===== config.mk =====
export PLATFORM = sky130hd
export DESIGN_NAME = uart_tx
export DESIGN_NICKNAME = d
export VERILOG_FILES = /design/src/hw/pb_pkg.sv /design/src/hw/uart_tx.sv
export SDC_FILE = /design/constraint.sdc
export NUM_CORES = 1
export LEC_CHECK = 0
export ABC_AREA = 1
export ABC_CLOCK_PERIOD_IN_PS = 4600
export BUFFER_PORTS_ARGS = -buffer_cell sky130_fd_sc_hd__buf_2
export CAP_MARGIN = 20
export CORE_UTILIZATION = 40
export DETAILED_ROUTE_END_ITERATION = 10
export PLACE_DENSITY = 0.66
export SLEW_MARGIN = 30
export SYNTH_ARGS = -nofsm -noshare
export SYNTH_HDL_FRONTEND = slang
export SYNTH_SLANG_ARGS = --single-unit

===== constraint.sdc =====
create_clock -name clock -period 4.6 [get_ports clock]
set_clock_uncertainty 0.1 [all_clocks]
set_input_delay 0.23 -clock clock [delete_from_list [all_inputs] [get_ports clock]]
set_output_delay 0.23 -clock clock [all_outputs]
set_load 0.005 [all_outputs]

===== src/hw/pb_pkg.sv =====
package pb_pkg;

    // Serial bit timing
    localparam int clks_per_bit = 16;                 // Clock cycles per serial bit
    localparam int half_bit     = clks_per_bit / 2;   // Start bit to middle of bit
    localparam int tick_w       = $clog2(clks_per_bit);

    // Line and field sizes
    localparam int line_max     = 32;   // Longest stored line in bytes
    localparam int name_len     = 10;   // Comma sits right after the name
    localparam int param_digits = 8;    // Hex digits after the comma
    localparam int data_w       = 8;
    localparam int addr_w       = 3;
    localparam int board_w      = 4;

    // Bytes moved per command
    localparam int write_bytes = 2;
    localparam int read_bytes  = 4;

    // Access length is setup, strobe_cycles, release
    localparam int strobe_cycles = 2;

    localparam logic [7:0] char_lf    = 8'h0A;
    localparam logic [7:0] char_cr    = 8'h0D;
    localparam logic [7:0] char_comma = 8'h2C;

    localparam logic [7:0] err_unknown = 8'hFE;   // Name not recognised
    localparam logic [7:0] err_hex     = 8'hFD;   // Bad or missing hex digit

    // Command names and fixed reply text
    localparam logic [8*name_len-1:0] cmd_name_write = "pb_i_write";
    localparam logic [8*name_len-1:0] cmd_name_read  = "pb_i__read";
    localparam logic [23:0]           reply_ok       = ",OK";
    localparam logic [71:0]           reply_fail     = "Failed 0x";

    // Reply lengths including CR LF
    localparam int reply_max       = 21;
    localparam int reply_len_write = 15;
    localparam int reply_len_read  = 21;
    localparam int reply_len_fail  = 13;

    typedef enum logic [1:0] {
        cmd_write,
        cmd_read
    } cmd_e;

    // Parser fills bytes in arrival order, sequencer reads the fields
    typedef union packed {
        logic [0:3][7:0] bytes;
        struct packed {
            logic [7:0] addr;    // Low addr_w bits used
            logic [7:0] board;   // Low board_w bits used
            logic [7:0] data0;
            logic [7:0] data1;
        } fields;
    } param_u;

endpackage


===== src/hw/uart_tx.sv =====
module uart_tx (
    input  logic       clock,
    input  logic       rst_n,
    input  logic [7:0] tx_data,
    input  logic       tx_start,
    output logic       tx_busy,
    output logic       serial_out
);

    logic [8:0]                shift;       // Data bits then stop bit
    logic [3:0]                bits_left;
    logic [pb_pkg::tick_w-1:0] tick;

    always_ff @(posedge clock) begin
        if (!rst_n) begin
            tx_busy    <= 1'b0;
            serial_out <= 1'b1;          // Line idles high
            bits_left  <= '0;
            tick       <= '0;
        end else if (!tx_busy) begin
            serial_out <= 1'b1;
            if (tx_start) begin
                tx_busy    <= 1'b1;
                shift      <= {1'b1, tx_data};
                serial_out <= 1'b0;      // Start bit
                bits_left  <= 4'd9;
                tick       <= pb_pkg::tick_w'(pb_pkg::clks_per_bit - 1);
            end
        end else if (tick != '0) begin
            tick <= tick - 1'b1;
        end else if (bits_left != '0) begin
            serial_out <= shift[0];
            shift      <= {1'b1, shift[8:1]};
            bits_left  <= bits_left - 1'b1;
            tick       <= pb_pkg::tick_w'(pb_pkg::clks_per_bit - 1);
        end else begin
            tx_busy <= 1'b0;             // Stop bit fully sent
        end
    end

endmodule


* Yosys cells after proc, flatten, opt, wreduce, memory -nomap -nowiden
Index checks and enable logic that the tools add are counted.
Storage, ports and cells: input bits 11, register bits 19
Operators by class: muxes and demuxes 20, add/sub/neg operators 2, eq/ne operators 3, reductions and logical operators 7
Operators with widths (count):
- $mux 9 | 4
- $mux 4 | 8
- $mux 1 | 8
- $reduce_bool 4->1 | 2
- $sub 4x1->4 const B | 2
- $reduce_and 2->1 | 2
- $reduce_and 4->1 | 1
- $ne 3x1->1 const B | 1
- $reduce_and 3->1 | 1
- $ne 2x1->1 const B | 1
- $ne 2x2->1 const B | 1
- $reduce_bool 2->1 | 1

* Longest topological paths before layout
Gate-level depths: netlist (run 1).
word-level depth 4, depth in mapped cells 9, depth with buffers taken out 9

* Least setup slack after synthesis (run 1)
Ideal clock, no wire load.
kind flip-flop to flip-flop, start point register bits_left[0], end point register shift[0], enable pin, arrival 1320 ps, cell stages (with the launch flop) 8, setup slack 2809 ps, data required time 4130 ps, path buffers 0, library setup time 370 ps, cell sequence dfxtp_1 > inv_1 > ha_1 > nand2_4 > clkinv_4 > nand2_4 > nand3_2 > nor2_1
Between the ends: word-level cells in the longest chain between the ends 3
Ends and longest elaborated chain:
- from (decl) | line uart_tx.sv:11 | logic [3:0] bits_left;
- from (signal assigned) | line uart_tx.sv:34 | bits_left <= bits_left - 1'b1;
- $reduce_bool 4->1 | line uart_tx.sv:31 | end else if (bits_left != '0) begin
- $ne 2x1->1 (no line)
- $reduce_and 4->1 (no line)
- to (signal assigned) | line uart_tx.sv:24 | shift <= {1'b1, tx_data};
- to (signal assigned) | line uart_tx.sv:33 | shift <= {1'b1, shift[8:1]};
- to (decl) | line uart_tx.sv:10 | logic [8:0] shift;
No other way between the ends. A chain may end at the register's enable or synchronous reset.

* Final worst setup path (run 1)
start point register tx_busy, end point register shift[5], enable pin
Between the ends: word-level cells in the longest chain between the ends 2
Ends and longest elaborated chain:
- from (decl) | line uart_tx.sv:6 | output logic tx_busy,
- from (signal assigned) | line uart_tx.sv:16 | tx_busy <= 1'b0;
- from (signal assigned) | line uart_tx.sv:23 | tx_busy <= 1'b1;
- from (signal assigned) | line uart_tx.sv:37 | tx_busy <= 1'b0;
- $ne 2x1->1 (no line), or another cell as far along
- $reduce_and 4->1 (no line) *
Mark *: on every way between the ends. The rest lies on a longest branch, timed or not.

==> results of run 1 <==
## stage by stage
step	cell area, sq um	util [%]
finish	1090	48.0
global route	1090	48.0
CTS	1090	48.0
detailed placement	1070	46.8
global placement	1070	46.8
floorplan	998	-
## Yosys cell counts, types with 2 or more instances
library cell  count
ha_1              3
nand2_2           4
nand3_1           8
nor2_4            3
inv_4             2
nand2_1          38
inv_1            11
edfxtp_1          8
dfxtp_1          10
nand2_4           3
buf_6             2
nor2_1           11
a21oi_1           7
o21ai_0           2
## final timing paths
kind	start	endpoint	cells past startpoint
max	tx_busy$_SDFF_PN0_	shift[5]$_DFFE_PP_	4
min	tx_data[7]	shift[7]$_SDFFCE_PP1P_	2
max reg2reg	tx_busy$_SDFF_PN0_	shift[5]$_DFFE_PP_	4
min reg2reg	serial_out$_SDFFE_PN1P_	serial_out$_SDFFE_PN1P_	2
## kinds of logic after synthesis
group                      count (synthesis)
and+or+nand+nor                           71
buffers and inverters                     18
DFF                                       18
AOI/OAI and AO/OA                         12
adders and majority gates                  3
xor gates and xnor gates                   1
## registers in the layout (all words and copies together), names as in the netlist
name	count
serial_out	1
shift	8
tick	4
bits_left	4
tx_busy	1
## routing by layer
metal  share of wire [%]  up-vias  wire, um
met5                   0        -         0
met4                0.73        0        13
met3                 2.6        2        46
met2                  46       12       818
met1                  51      366       908
li1                    -      414         -
## final cells by class
class	count	area share, %
multi-input cells	87	42.5
well taps	28	3.21
inverters	15	6.07
clock inverters	1	0.344
flip-flops and latches	18	40.3
repair buffers	12	5.50
clock buffers	3	2.06
## power by group through the flow
stage | logic (mW) | registers (mW) | clock network [mW]
global route | 0.115 | 0.205 | 0.0921
finish | 0.100 | 0.202 | 0.0799
floorplan | 0.0863 | 0.200 | 0
detailed placement | 0.101 | 0.206 | 0
CTS | 0.101 | 0.202 | 0.0836
global placement | 0.0982 | 0.206 | 0
==> results by group, run 1 <==
GRT
  – Met3 usage in global routing: between 2 and 3%
  – Antenna violations before repair: 0
  – Global route overflow: 0
  – Global-route usage over all layers: 15.5%
  – Pin count of the biggest net entering global routing: 19
  – Busiest layer in global routing: met2
  – First-pass GRT wire length: roughly 3 mm
  – Met2 Resource Use GR: ~25%
  – Met1 Usage GRT: 20.3%
  – Vias in the first global route: 744

Clocking
  – Clock Latency Late Sink: 0.29 ns
  – TritonCTS clock tree: done
  – CTS H-tree lvls: 1
  – CTS Sinks: 18
  – Inserted Clock Buffers: 3
  – CTS root buf: clkbuf_4
  – Post-CTS Setup Repair Bufs: 0
  – Post-CTS sizing: 0
  – Reg clk slew, reported paths: around 0.11 ns
  – # hold bufs at CTS: 0
  – Maximum clock insertion buffer count: 2

Routing
  – Drt pass-1 iters: 4
  – Routed Wire Length: 1.79 mm
  – WL/cell: 10.9 um
  – Via Count: between 700 and 800
  – DR vias/cell: around 4.8
  – DR iter-0 viols: 12
  – Remaining DRCs: 0
  – Antenna-violating nets left: 0

Synthesis
  – Number of synthesized register bits: 18
  – Area leader, netlist: edfxtp_1
  – Gate Count Post-Synth: 123
  – Top cells by area, synth: edfxtp_1 (24%), dfxtp_1 (20%), nand2_1 (14%)
  – Mux contribution to synthesized area: 0%
  – Ys flop type: dfxtp_1
  – Area share of xor/xnor cells in the synthesized design: 0.877%
  – Syn_area_per_cell: 8.12 sq um
  – Syn nets: about 140
  – Synth async-reset ratio: 0%
  – Synth cell types: 25
  – Post-synth EDFFs: 8
  – Sequential cell area fraction in the yosys report: 44.1%
  – Post-synthesis simple-gate area fraction: 35.2%
  – Synthesis warning total: 0
  – Adder-cell area share of the yosys netlist: between 3 and 4%
  – Yosys top cell area share: around 24%
  – Main combinational cell family by area after synthesis: simple AND/OR/NAND/NOR gates
  – Complex-gate fraction of the synthesized area: 6.64%
  – Synth Cell Area: 998 sq um

Pwr
  – Leakage: between 0.5 and 0.6 nW
  – PwrDens: approximately 350 mW/mm^2
  – Switch share: between 30 and 40%
  – Share of power burned in registers: 52.9%
  – Max VDD drop: 0.159 mV
  – Clock power share: 20.9%
  – Int Power: 0.257 mW
  – Sw power: 0.126 mW
  – Total Power: about 0.38 mW
  – Comb power frac: 26.3%

STA
  – Setup_tns: 0 ns
  – Clock period minus worst slack: 2.14 ns
  – F_max: 0.468 GHz
  – Final setup violation count: 0
  – Final Hold Violating Endpoints: 0
  – Worst hold margin: 0.0892 ns
  – Final cycle utilization of the critical path: between 40% and 50%
  – Slew @ Worst Pin: 0.742 ns
  – Post-route setup slack: 2.46 ns
  – Unrepaired setup endpoints after global routing: false
  – Slew Limit Fails: 0
  – Slew margin rel.: 50.5%

Floorplanning
  – Die area: between 0.002 and 0.003 sq mm
  – Initial Util: 43.9%
  – Die width: 52.0 um
  – Core box area: 0.00228 sq mm
  – Row count: 17
  – # IOs: 13
  – Die height: 52.0 um

Layout
  – P&R area growth vs syn: 9.40%
  – Commonest non-fill, non-tap cell in the layout: nand2_1
  – Filler Cell Count: between 200 and 250
  – Layout cells sized above 1: 24.3%
  – ANT cells: 0
  – Nets@finish: ~150
  – Most frequent cells in the layout: nand2_1 (38), buf_2 (12), inv_1 (11), nor2_1 (11), dfxtp_1 (10)
  – Finished Layout Cells: approximately 160
  – Multi-input logic area: 464 sq um
  – Storage element area: 440 sq um

Setup path
  – Reg2Reg Setup Slack: 2.46 ns
  – CP Cell Sequence: nor2_4 > inv_4 > nand3_2 > nor2_1
  – CP Data Required Time: 4.43 ns
  – CP arrival: slightly below 2 ns
  – Crit path launch type: flop
  – CP Capture Type: flop
  – CP bufs+invs: 1
  – Slowest-stage cell, CP: dfxtp_1
  – Critical path type: reg2reg
  – Crit path max-delay family: flip-flops
  – Worst path max stage delay: 0.82 ns
  – Crit-path max FO: 18

Place
  – Post-place setup slack: 2.43 ns
  – Detail Placement HPWL: 1.35 mm
  – Buffers on Ports: 12
  – GPL Wtd Cong: 0.794
  – DP Cell Count: 160

Flow run
  – Max Cap Viol: 0

Outcome
  – Status: finished clean

Min path
  – Hold Crit Class: in2reg
Power figures use the tool's default switching activity.
==> inputs of run 2 (changes only) <==
ABC_CLOCK_PERIOD_IN_PS = 2000   (was 4600)
clock period = 2 ns   (was 4.6 ns; I/O delays follow)
==> run 2 against run 1 <==
Effect of this change:
- final area increased by 9.6%
- first-iteration DRC count shrank 8.3%
- final cell count is 6.7% higher
- largest cell class unchanged
- sequential cell count unchanged
- sequential power up 130%
- clock power grew 140%
- power grew 140%
- clock-buffer cell count unchanged
==> results by group, run 2 (synthesized netlist as in run 1, its figures left out) <==
Setup path
  – Crit path to: shift[1]$_DFFE_PP_
  – Worst flop-to-flop path endpoint: shift[1]$_DFFE_PP_
  – CP Data Required Time: 1.92 ns (-2.51 ns)
  – CP Cell Sequence: inv_1 > ha_1 > nand2_4 > clkinv_4 > nand2_4 > nand3_2 > nor2_1 > buf_4
  – CP bufs+invs: 3 (+2)
  – Reg2Reg Setup Slack: 0.30 ns (-2.16 ns)
  – Top cell by count, worst path: nand2_4
  – Crit path launch type: flop
  – CP arrival: 1.61 ns (-0.35 ns)
  – Slowest-stage cell, CP: dfxtp_1
  – R2R Path Start: bits_left[0]$_SDFFE_PN0P_
  – Critical path type: reg2reg
  – Worst path max stage delay: 0.36 ns (-0.46 ns)
  – Crit-path max FO: 8 (-10)
  – Crit path max-delay family: simple AND/OR/NAND/NOR gates
  – Worst reg2reg path depth: 8 (+4)
  – Levels on crit path: 8 (+4)
  – CP Capture Type: flop
  – Crit. Startpoint: bits_left[0]$_SDFFE_PN0P_

Pwr
  – Comb power frac: 28.0% (+1.7 points)
  – Max VDD drop: 0.568 mV (+260%)
  – Share of power burned in registers: 51.2% (-1.7 points)
  – Clock power share: 20.8% (about the same)
  – Switch share: 32.7% (-0.13 points)
  – PwrDens: 755 mW/mm^2 (+120%)
  – Int Power: 0.608 mW (+140%)
  – Total Power: 0.904 mW (+140%)
  – Sw power: 0.296 mW (+140%)
  – Leakage: 0.556 nW (+9.4%)

Layout
  – Commonest non-fill, non-tap cell in the layout: nand2_1
  – Layout cells sized above 1: 23.8% (-0.46 points)
  – Final instance area: 0.00120 sq mm (+9.6%)
  – Filler Cell Count: 205 (-11%)
  – Largest regs: shift (8), bits_left (4), tick (4)
  – P&R area growth vs syn: 19.9%
  – ANT cells: 0 (unchanged)
  – Multi-input logic area: 464 sq um (unchanged)
  – Finished Layout Cells: 175 (+6.7%)
  – Most frequent cells in the layout: nand2_1 (38), buf_2 (12), inv_1 (11), nor2_1 (11), dfxtp_1 (10)
  – Largest reg by FF count: shift
  – Final Util: 52.6% (+4.6 points)
  – Storage element area: 440 sq um (unchanged)
  – Nets@finish: 162 (+7.3%)
  – Max reg flops: 8 (unchanged)

Clocking
  – Maximum clock insertion buffer count: 2 (unchanged)
  – CTS H-tree lvls: 1 (unchanged)
  – CTS Sinks: 18 (unchanged)
  – Clock Latency Late Sink: 0.30 ns (about the same)
  – CTS root buf: clkbuf_4
  – Post-CTS Setup Repair Bufs: 0 (unchanged)
  – Reg clk slew, reported paths: 0.10 ns (about the same)
  – Inserted Clock Buffers: 3 (unchanged)
  – TritonCTS clock tree: done

STA
  – F_max: 0.589 GHz (+26%)
  – Clock period minus worst slack: 1.70 ns (-0.439 ns)
  – Post-route setup slack: 0.303 ns (-2.16 ns)
  – Final Hold Violating Endpoints: 0 (unchanged)
  – Slew margin rel.: 67.6% (+17 points)
  – Final cycle utilization of the critical path: 84.9% (+38 points)
  – Setup_tns: 0 ns (unchanged)
  – Worst hold margin: 0.111 ns (+0.0217 ns)
  – Slew Limit Fails: 0 (unchanged)
  – Unrepaired setup endpoints after global routing: false
  – Final setup violation count: 0 (unchanged)
  – Slew @ Worst Pin: 0.485 ns (-0.257 ns)

Floorplanning
  – Die height: 52.0 um (unchanged)
  – Initial Util: 43.9% (unchanged)
  – # IOs: 13 (unchanged)
  – Row count: 17 (unchanged)
  – Core box area: 0.00228 sq mm (unchanged)
  – Die area: 0.00270 sq mm (unchanged)
  – Die width: 52.0 um (unchanged)

Place
  – DP Cell Count: 162 (+1.3%)
  – Area after DPL: 0.00108 sq mm (+1.4%)
  – Detail Placement HPWL: 1.35 mm (+0.28%)
  – Post-place setup slack: 0.319 ns (-2.11 ns)
  – GPL Wtd Cong: 0.843 (+6.3%)
  – Buffers on Ports: 12 (unchanged)

GRT
  – First-pass GRT wire length: 3.46 mm (+13%)
  – Antenna violations before repair: 0 (unchanged)
  – Global-route usage over all layers: 17.5% (+2.0 points)
  – Vias in the first global route: 802 (+7.8%)
  – Pin count of the biggest net entering global routing: 12 (-7)
  – Global route overflow: 0 (unchanged)

Routing
  – WL/cell: 10.6 um (-2.4%)
  – DR vias/cell: 4.77 (-1.4%)
  – Antenna-violating nets left: 0 (unchanged)
  – Routed Wire Length: 1.86 mm (+4.1%)
  – Via Count: 835 (+5.2%)
  – Drt pass-1 iters: 4 (unchanged)
  – DR iter-0 viols: 11 (-1)
  – Remaining DRCs: 0 (unchanged)

Min path
  – Hold Crit Class: in2reg

Outcome
  – Status: finished clean

Flow run
  – Max Cap Viol: 0 (unchanged)
## run 2: cell count changes in the layout (fill, tap and decap cells not counted), sizes merged
cell	change
dlygate4sd3	+9
buf	+2
## run 2: power by group through the flow
stage / combinational (mW) / clock [mW] / sequential, mW
after floorplan: 0.198 / 0 / 0.459
after global placement: 0.236 / 0 / 0.469
after detailed placement: 0.240 / 0 / 0.472
after CTS: 0.255 / 0.196 / 0.463
after global routing: 0.293 / 0.219 / 0.469
final: 0.253 / 0.188 / 0.463
## run 2: what timing repair did
| action | 4_1_cts | 5_1_grt |
|---|---|---|
| endpoints found under the hold margin | 11 | 0 |
| resized for setup | 0 | 0 |
| hold buffers | 9 | 0 |
## run 2: tightest hold or removal path, delay by kind of cell
kind                   cells  cell delay (ns)
AO/OA/AOI/OAI              1             0.07
buffers and inverters      2             0.18
AND/OR/NAND/NOR            2             0.12
## run 2: area by class of cell
cell class | instances | area share (%)
multi-input combinational | 87 | 38.8
tap | 28 | 2.93
clock inverter | 1 | 0.313
inverter | 15 | 5.54
timing repair buffer | 23 | 13.8
clock buffer | 3 | 1.88
sequential | 18 | 36.8
## run 2: worst min path at each step
stage,slack [ns],endpoint,cells after the start,start
after floorplan,0.1,serial_out$_SDFFE_PN1P_,1,rst_n
after global placement,0.26,shift[7]$_SDFFCE_PP1P_,2,tx_data[7]
after detailed placement,0.26,shift[7]$_SDFFCE_PP1P_,2,tx_data[7]
after CTS,0.11,tick[1]$_SDFFE_PN0P_,5,tx_start
after global routing,0.12,tick[1]$_SDFFE_PN0P_,5,tx_start
final,0.11,tick[1]$_SDFFE_PN0P_,5,tx_start
## run 2: metal layers
| layer | routed length (um) | global-route usage, % | up-vias | part of all wire, % |
|---|---|---|---|---|
| met1 | 858 | 21.2 | 381 | 46 |
| met2 | 936 | 30.1 | 14 | 50 |
| li1 | - | - | 440 | - |
| met4 | 0 | 4.05 | 0 | 0 |
| met5 | 0 | 0 | - | 0 |
| met3 | 66 | 5.26 | 0 | 3.5 |
==> inputs of run 3 (changes only) <==
ABC_CLOCK_PERIOD_IN_PS = 1500   (was 2000)
PLACE_DENSITY = 0.68   (was 0.66)
clock period = 1.5 ns   (was 2 ns; I/O delays follow)
==> run 3 against run 2 <==
Effect of this change:
- global-route usage up 1.4 points
- largest cell class unchanged
- clock-buffer cell count unchanged
- combinational power up 69%
- final area up 10%
- critical path depth down 1
- sequential cell count unchanged
- wire length up 14%
- clock power up 38%
- sequential power up 33%
- maximum frequency up 16%
- power up 44%
- sequential share of layout area down 2.9 points
==> results by group, run 3 (synthesized netlist as in run 1, its figures left out) <==
Routing
  – Remaining DRCs: 0 (unchanged)
  – DR iter-0 viols: 6 (-5)
  – DR vias/cell: 4.70 (-1.6%)
  – Drt pass-1 iters: 4 (unchanged)
  – Routed Wire Length: 2.12 mm (+14%)
  – Via Count: 869 (+4.1%)
  – WL/cell: 11.5 um (+7.8%)
  – Antenna-violating nets left: 0 (unchanged)

Layout
  – Layout cells sized above 1: 36.3% (+12 points)
  – Largest reg by FF count: shift
  – Nets@finish: 172 (+6.2%)
  – Largest regs: shift (8), bits_left (4), tick (4)
  – ANT cells: 0 (unchanged)
  – Most frequent cells in the layout: nand2_1 (38), buf_2 (12), buf_4 (12), nor2_1 (10), dlygate4sd3_1 (9)
  – P&R area growth vs syn: 32.1%
  – Filler Cell Count: 195 (-4.9%)
  – Commonest non-fill, non-tap cell in the layout: nand2_1
  – Max reg flops: 8 (unchanged)
  – Finished Layout Cells: 185 (+5.7%)
  – Storage element area: 447 sq um (+1.4%)
  – Multi-input logic area: 504 sq um (+8.6%)

Floorplanning
  – Die width: 52.0 um (unchanged)
  – Die area: 0.00270 sq mm (unchanged)
  – Die height: 52.0 um (unchanged)
  – Core box area: 0.00228 sq mm (unchanged)
  – Initial Util: 43.9% (unchanged)
  – # IOs: 13 (unchanged)
  – Row count: 17 (unchanged)

STA
  – F_max: 0.685 GHz (+16%)
  – Slew margin rel.: 83.5% (+16 points)
  – Unrepaired setup endpoints after global routing: true
  – Final cycle utilization of the critical path: 97.3% (+12 points)
  – Clock period minus worst slack: 1.46 ns (-0.238 ns)
  – Final setup violation count: 0 (unchanged)
  – Slew Limit Fails: 0 (unchanged)
  – Final Hold Violating Endpoints: 0 (unchanged)
  – Slew @ Worst Pin: 0.247 ns (-0.238 ns)
  – Post-route setup slack: 0.0412 ns (-0.262 ns)

GRT
  – Antenna violations before repair: 0 (unchanged)
  – Pin count of the biggest net entering global routing: 12 (unchanged)
  – Global-route usage over all layers: 18.9% (+1.4 points)
  – First-pass GRT wire length: 3.64 mm (+5.4%)
  – Global route overflow: 0 (unchanged)
  – Vias in the first global route: 881 (+9.9%)

Pwr
  – PwrDens: 989 mW/mm^2 (+31%)
  – Leakage: 0.606 nW (+9.1%)
  – Max VDD drop: 0.579 mV (+2.0%)

Setup path
  – CP Cell Sequence: inv_2 > ha_4 > nand2_4 > clkinv_4 > nand2_4 > nand3_4 > nor2_4
  – CP Capture Type: flop
  – Worst reg2reg path depth: 7 (-1)
  – Top cell by count, worst path: nand2_4
  – Crit path max-delay family: simple AND/OR/NAND/NOR gates
  – Crit-path max FO: 8 (unchanged)
  – Crit path launch type: flop
  – Slowest-stage cell, CP: dfxtp_2
  – R2R Path Start: bits_left[0]$_SDFFE_PN0P_
  – CP Data Required Time: 1.40 ns (-0.52 ns)
  – CP bufs+invs: 2 (-1)
  – Critical path type: reg2reg
  – Worst path max stage delay: 0.36 ns (about the same)
  – CP arrival: 1.36 ns (-0.25 ns)
  – Worst flop-to-flop path endpoint: shift[2]$_DFFE_PP_
  – Reg2Reg Setup Slack: 0.04 ns (-0.26 ns)

Clocking
  – CTS H-tree lvls: 1 (unchanged)
  – Inserted Clock Buffers: 3 (unchanged)
  – Reg clk slew, reported paths: 0.11 ns (about the same)
  – Clock Latency Late Sink: 0.30 ns (about the same)
  – CTS root buf: clkbuf_4
  – Maximum clock insertion buffer count: 2 (unchanged)
  – TritonCTS clock tree: done
  – CTS Sinks: 18 (unchanged)

Min path
  – Hold path cells: 4 (-1)
  – Hold Path End: serial_out$_SDFFE_PN1P_
  – Hold Crit Class: in2reg
  – Hold_sp: tx_start

Outcome
  – Status: finished clean

Place
  – Post-place setup slack: -0.00140 ns (-0.321 ns)
  – DP Cell Count: 170 (+4.9%)
  – Buffers on Ports: 12 (unchanged)
  – GPL Wtd Cong: 0.772 (-8.5%)
  – Detail Placement HPWL: 1.50 mm (+11%)

Flow run
  – Max Cap Viol: 0 (unchanged)
[run 3: cell types whose count changed in the layout (fill, tap and decap cells not counted)]
cell     before  now
buf_4         2   12
dfxtp_1      10    5
dfxtp_2       0    5
ha_1          3    1
ha_4          0    2
inv_1        11    7
inv_2         0    4
nand3_2       1    0
nand3_4       0    1
nor2_1       11   10
nor2_4        3    4
[run 3: timing repair]
item                                    4_1_cts  5_1_grt
cloned                                        0        0
setup buffers                                 0        2
endpoints found under the setup margin        8       12
pin swaps                                     1        4
hold endpoints to repair                     12        0
gates resized for setup                       0        9
hold buffers                                  9        0
[run 3: per-layer routing]
layer,global-route usage (%),vias to the layer above,share of wire (%)
li1,-,456,-
met1,21.3,387,45
met2,33.3,22,50
met3,6.14,4,3.5
met4,5.86,0,1.1
met5,0,-,0
[run 3: how the worst max path moves through the flow]
| stage | from | endpoint | cells past startpoint |
|---|---|---|---|
| floorplan | tick[0]$_SDFFE_PN0P_ | shift[0]$_DFFE_PP_ | 6 |
| global placement | bits_left[1]$_SDFFE_PN0P_ | shift[4]$_DFFE_PP_ | 7 |
| detailed placement | bits_left[1]$_SDFFE_PN0P_ | shift[2]$_DFFE_PP_ | 7 |
| CTS | bits_left[1]$_SDFFE_PN0P_ | shift[2]$_DFFE_PP_ | 7 |
| global route | bits_left[0]$_SDFFE_PN0P_ | shift[3]$_DFFE_PP_ | 7 |
| finish | bits_left[0]$_SDFFE_PN0P_ | shift[2]$_DFFE_PP_ | 7 |
[run 3: report_power, final]
part	switching (mW)	internal [mW]
clock network	0.163	0.0972
registers	0.0387	0.577
logic	0.232	0.196
[run 3: metrics by stage]
stage / setup TNS, ns / power, mW / utilization [%] / area [sq um] / hold WS, ns
finish: 0 / 1.30 / 57.9 / 1320 / 0.0641
global route: -0.275 / 1.39 / 57.9 / 1320 / 0.0937
CTS: 0 / 1.29 / 56.2 / 1280 / 0.0590
detailed placement: -0.00963 / 1.01 / 51.1 / 1160 / 0.235
global placement: 0 / 0.996 / 51.1 / 1160 / 0.235
floorplan: 0 / 0.892 / - / 1020 / 0.0736
[run 3: layout make-up]
| cell class | count | share of cell area [%] |
|---|---|---|
| Inverter | 15 | 5.03 |
| Tap cell | 28 | 2.66 |
| Clock inverter | 1 | 0.285 |
| Multi-Input combinational cell | 87 | 38.2 |
| Clock buffer | 3 | 1.71 |
| Sequential cell | 18 | 33.9 |
| Timing Repair Buffer | 33 | 18.2 |
[run 3: worst register-to-register path, delay by kind of cell (launching register included)]
family | cells | cell delay, ns
and+or+nand+nor | 4 | 0.44
buffers and inverters | 2 | 0.11
adders and majority gates | 1 | 0.15
DFF | 1 | 0.36
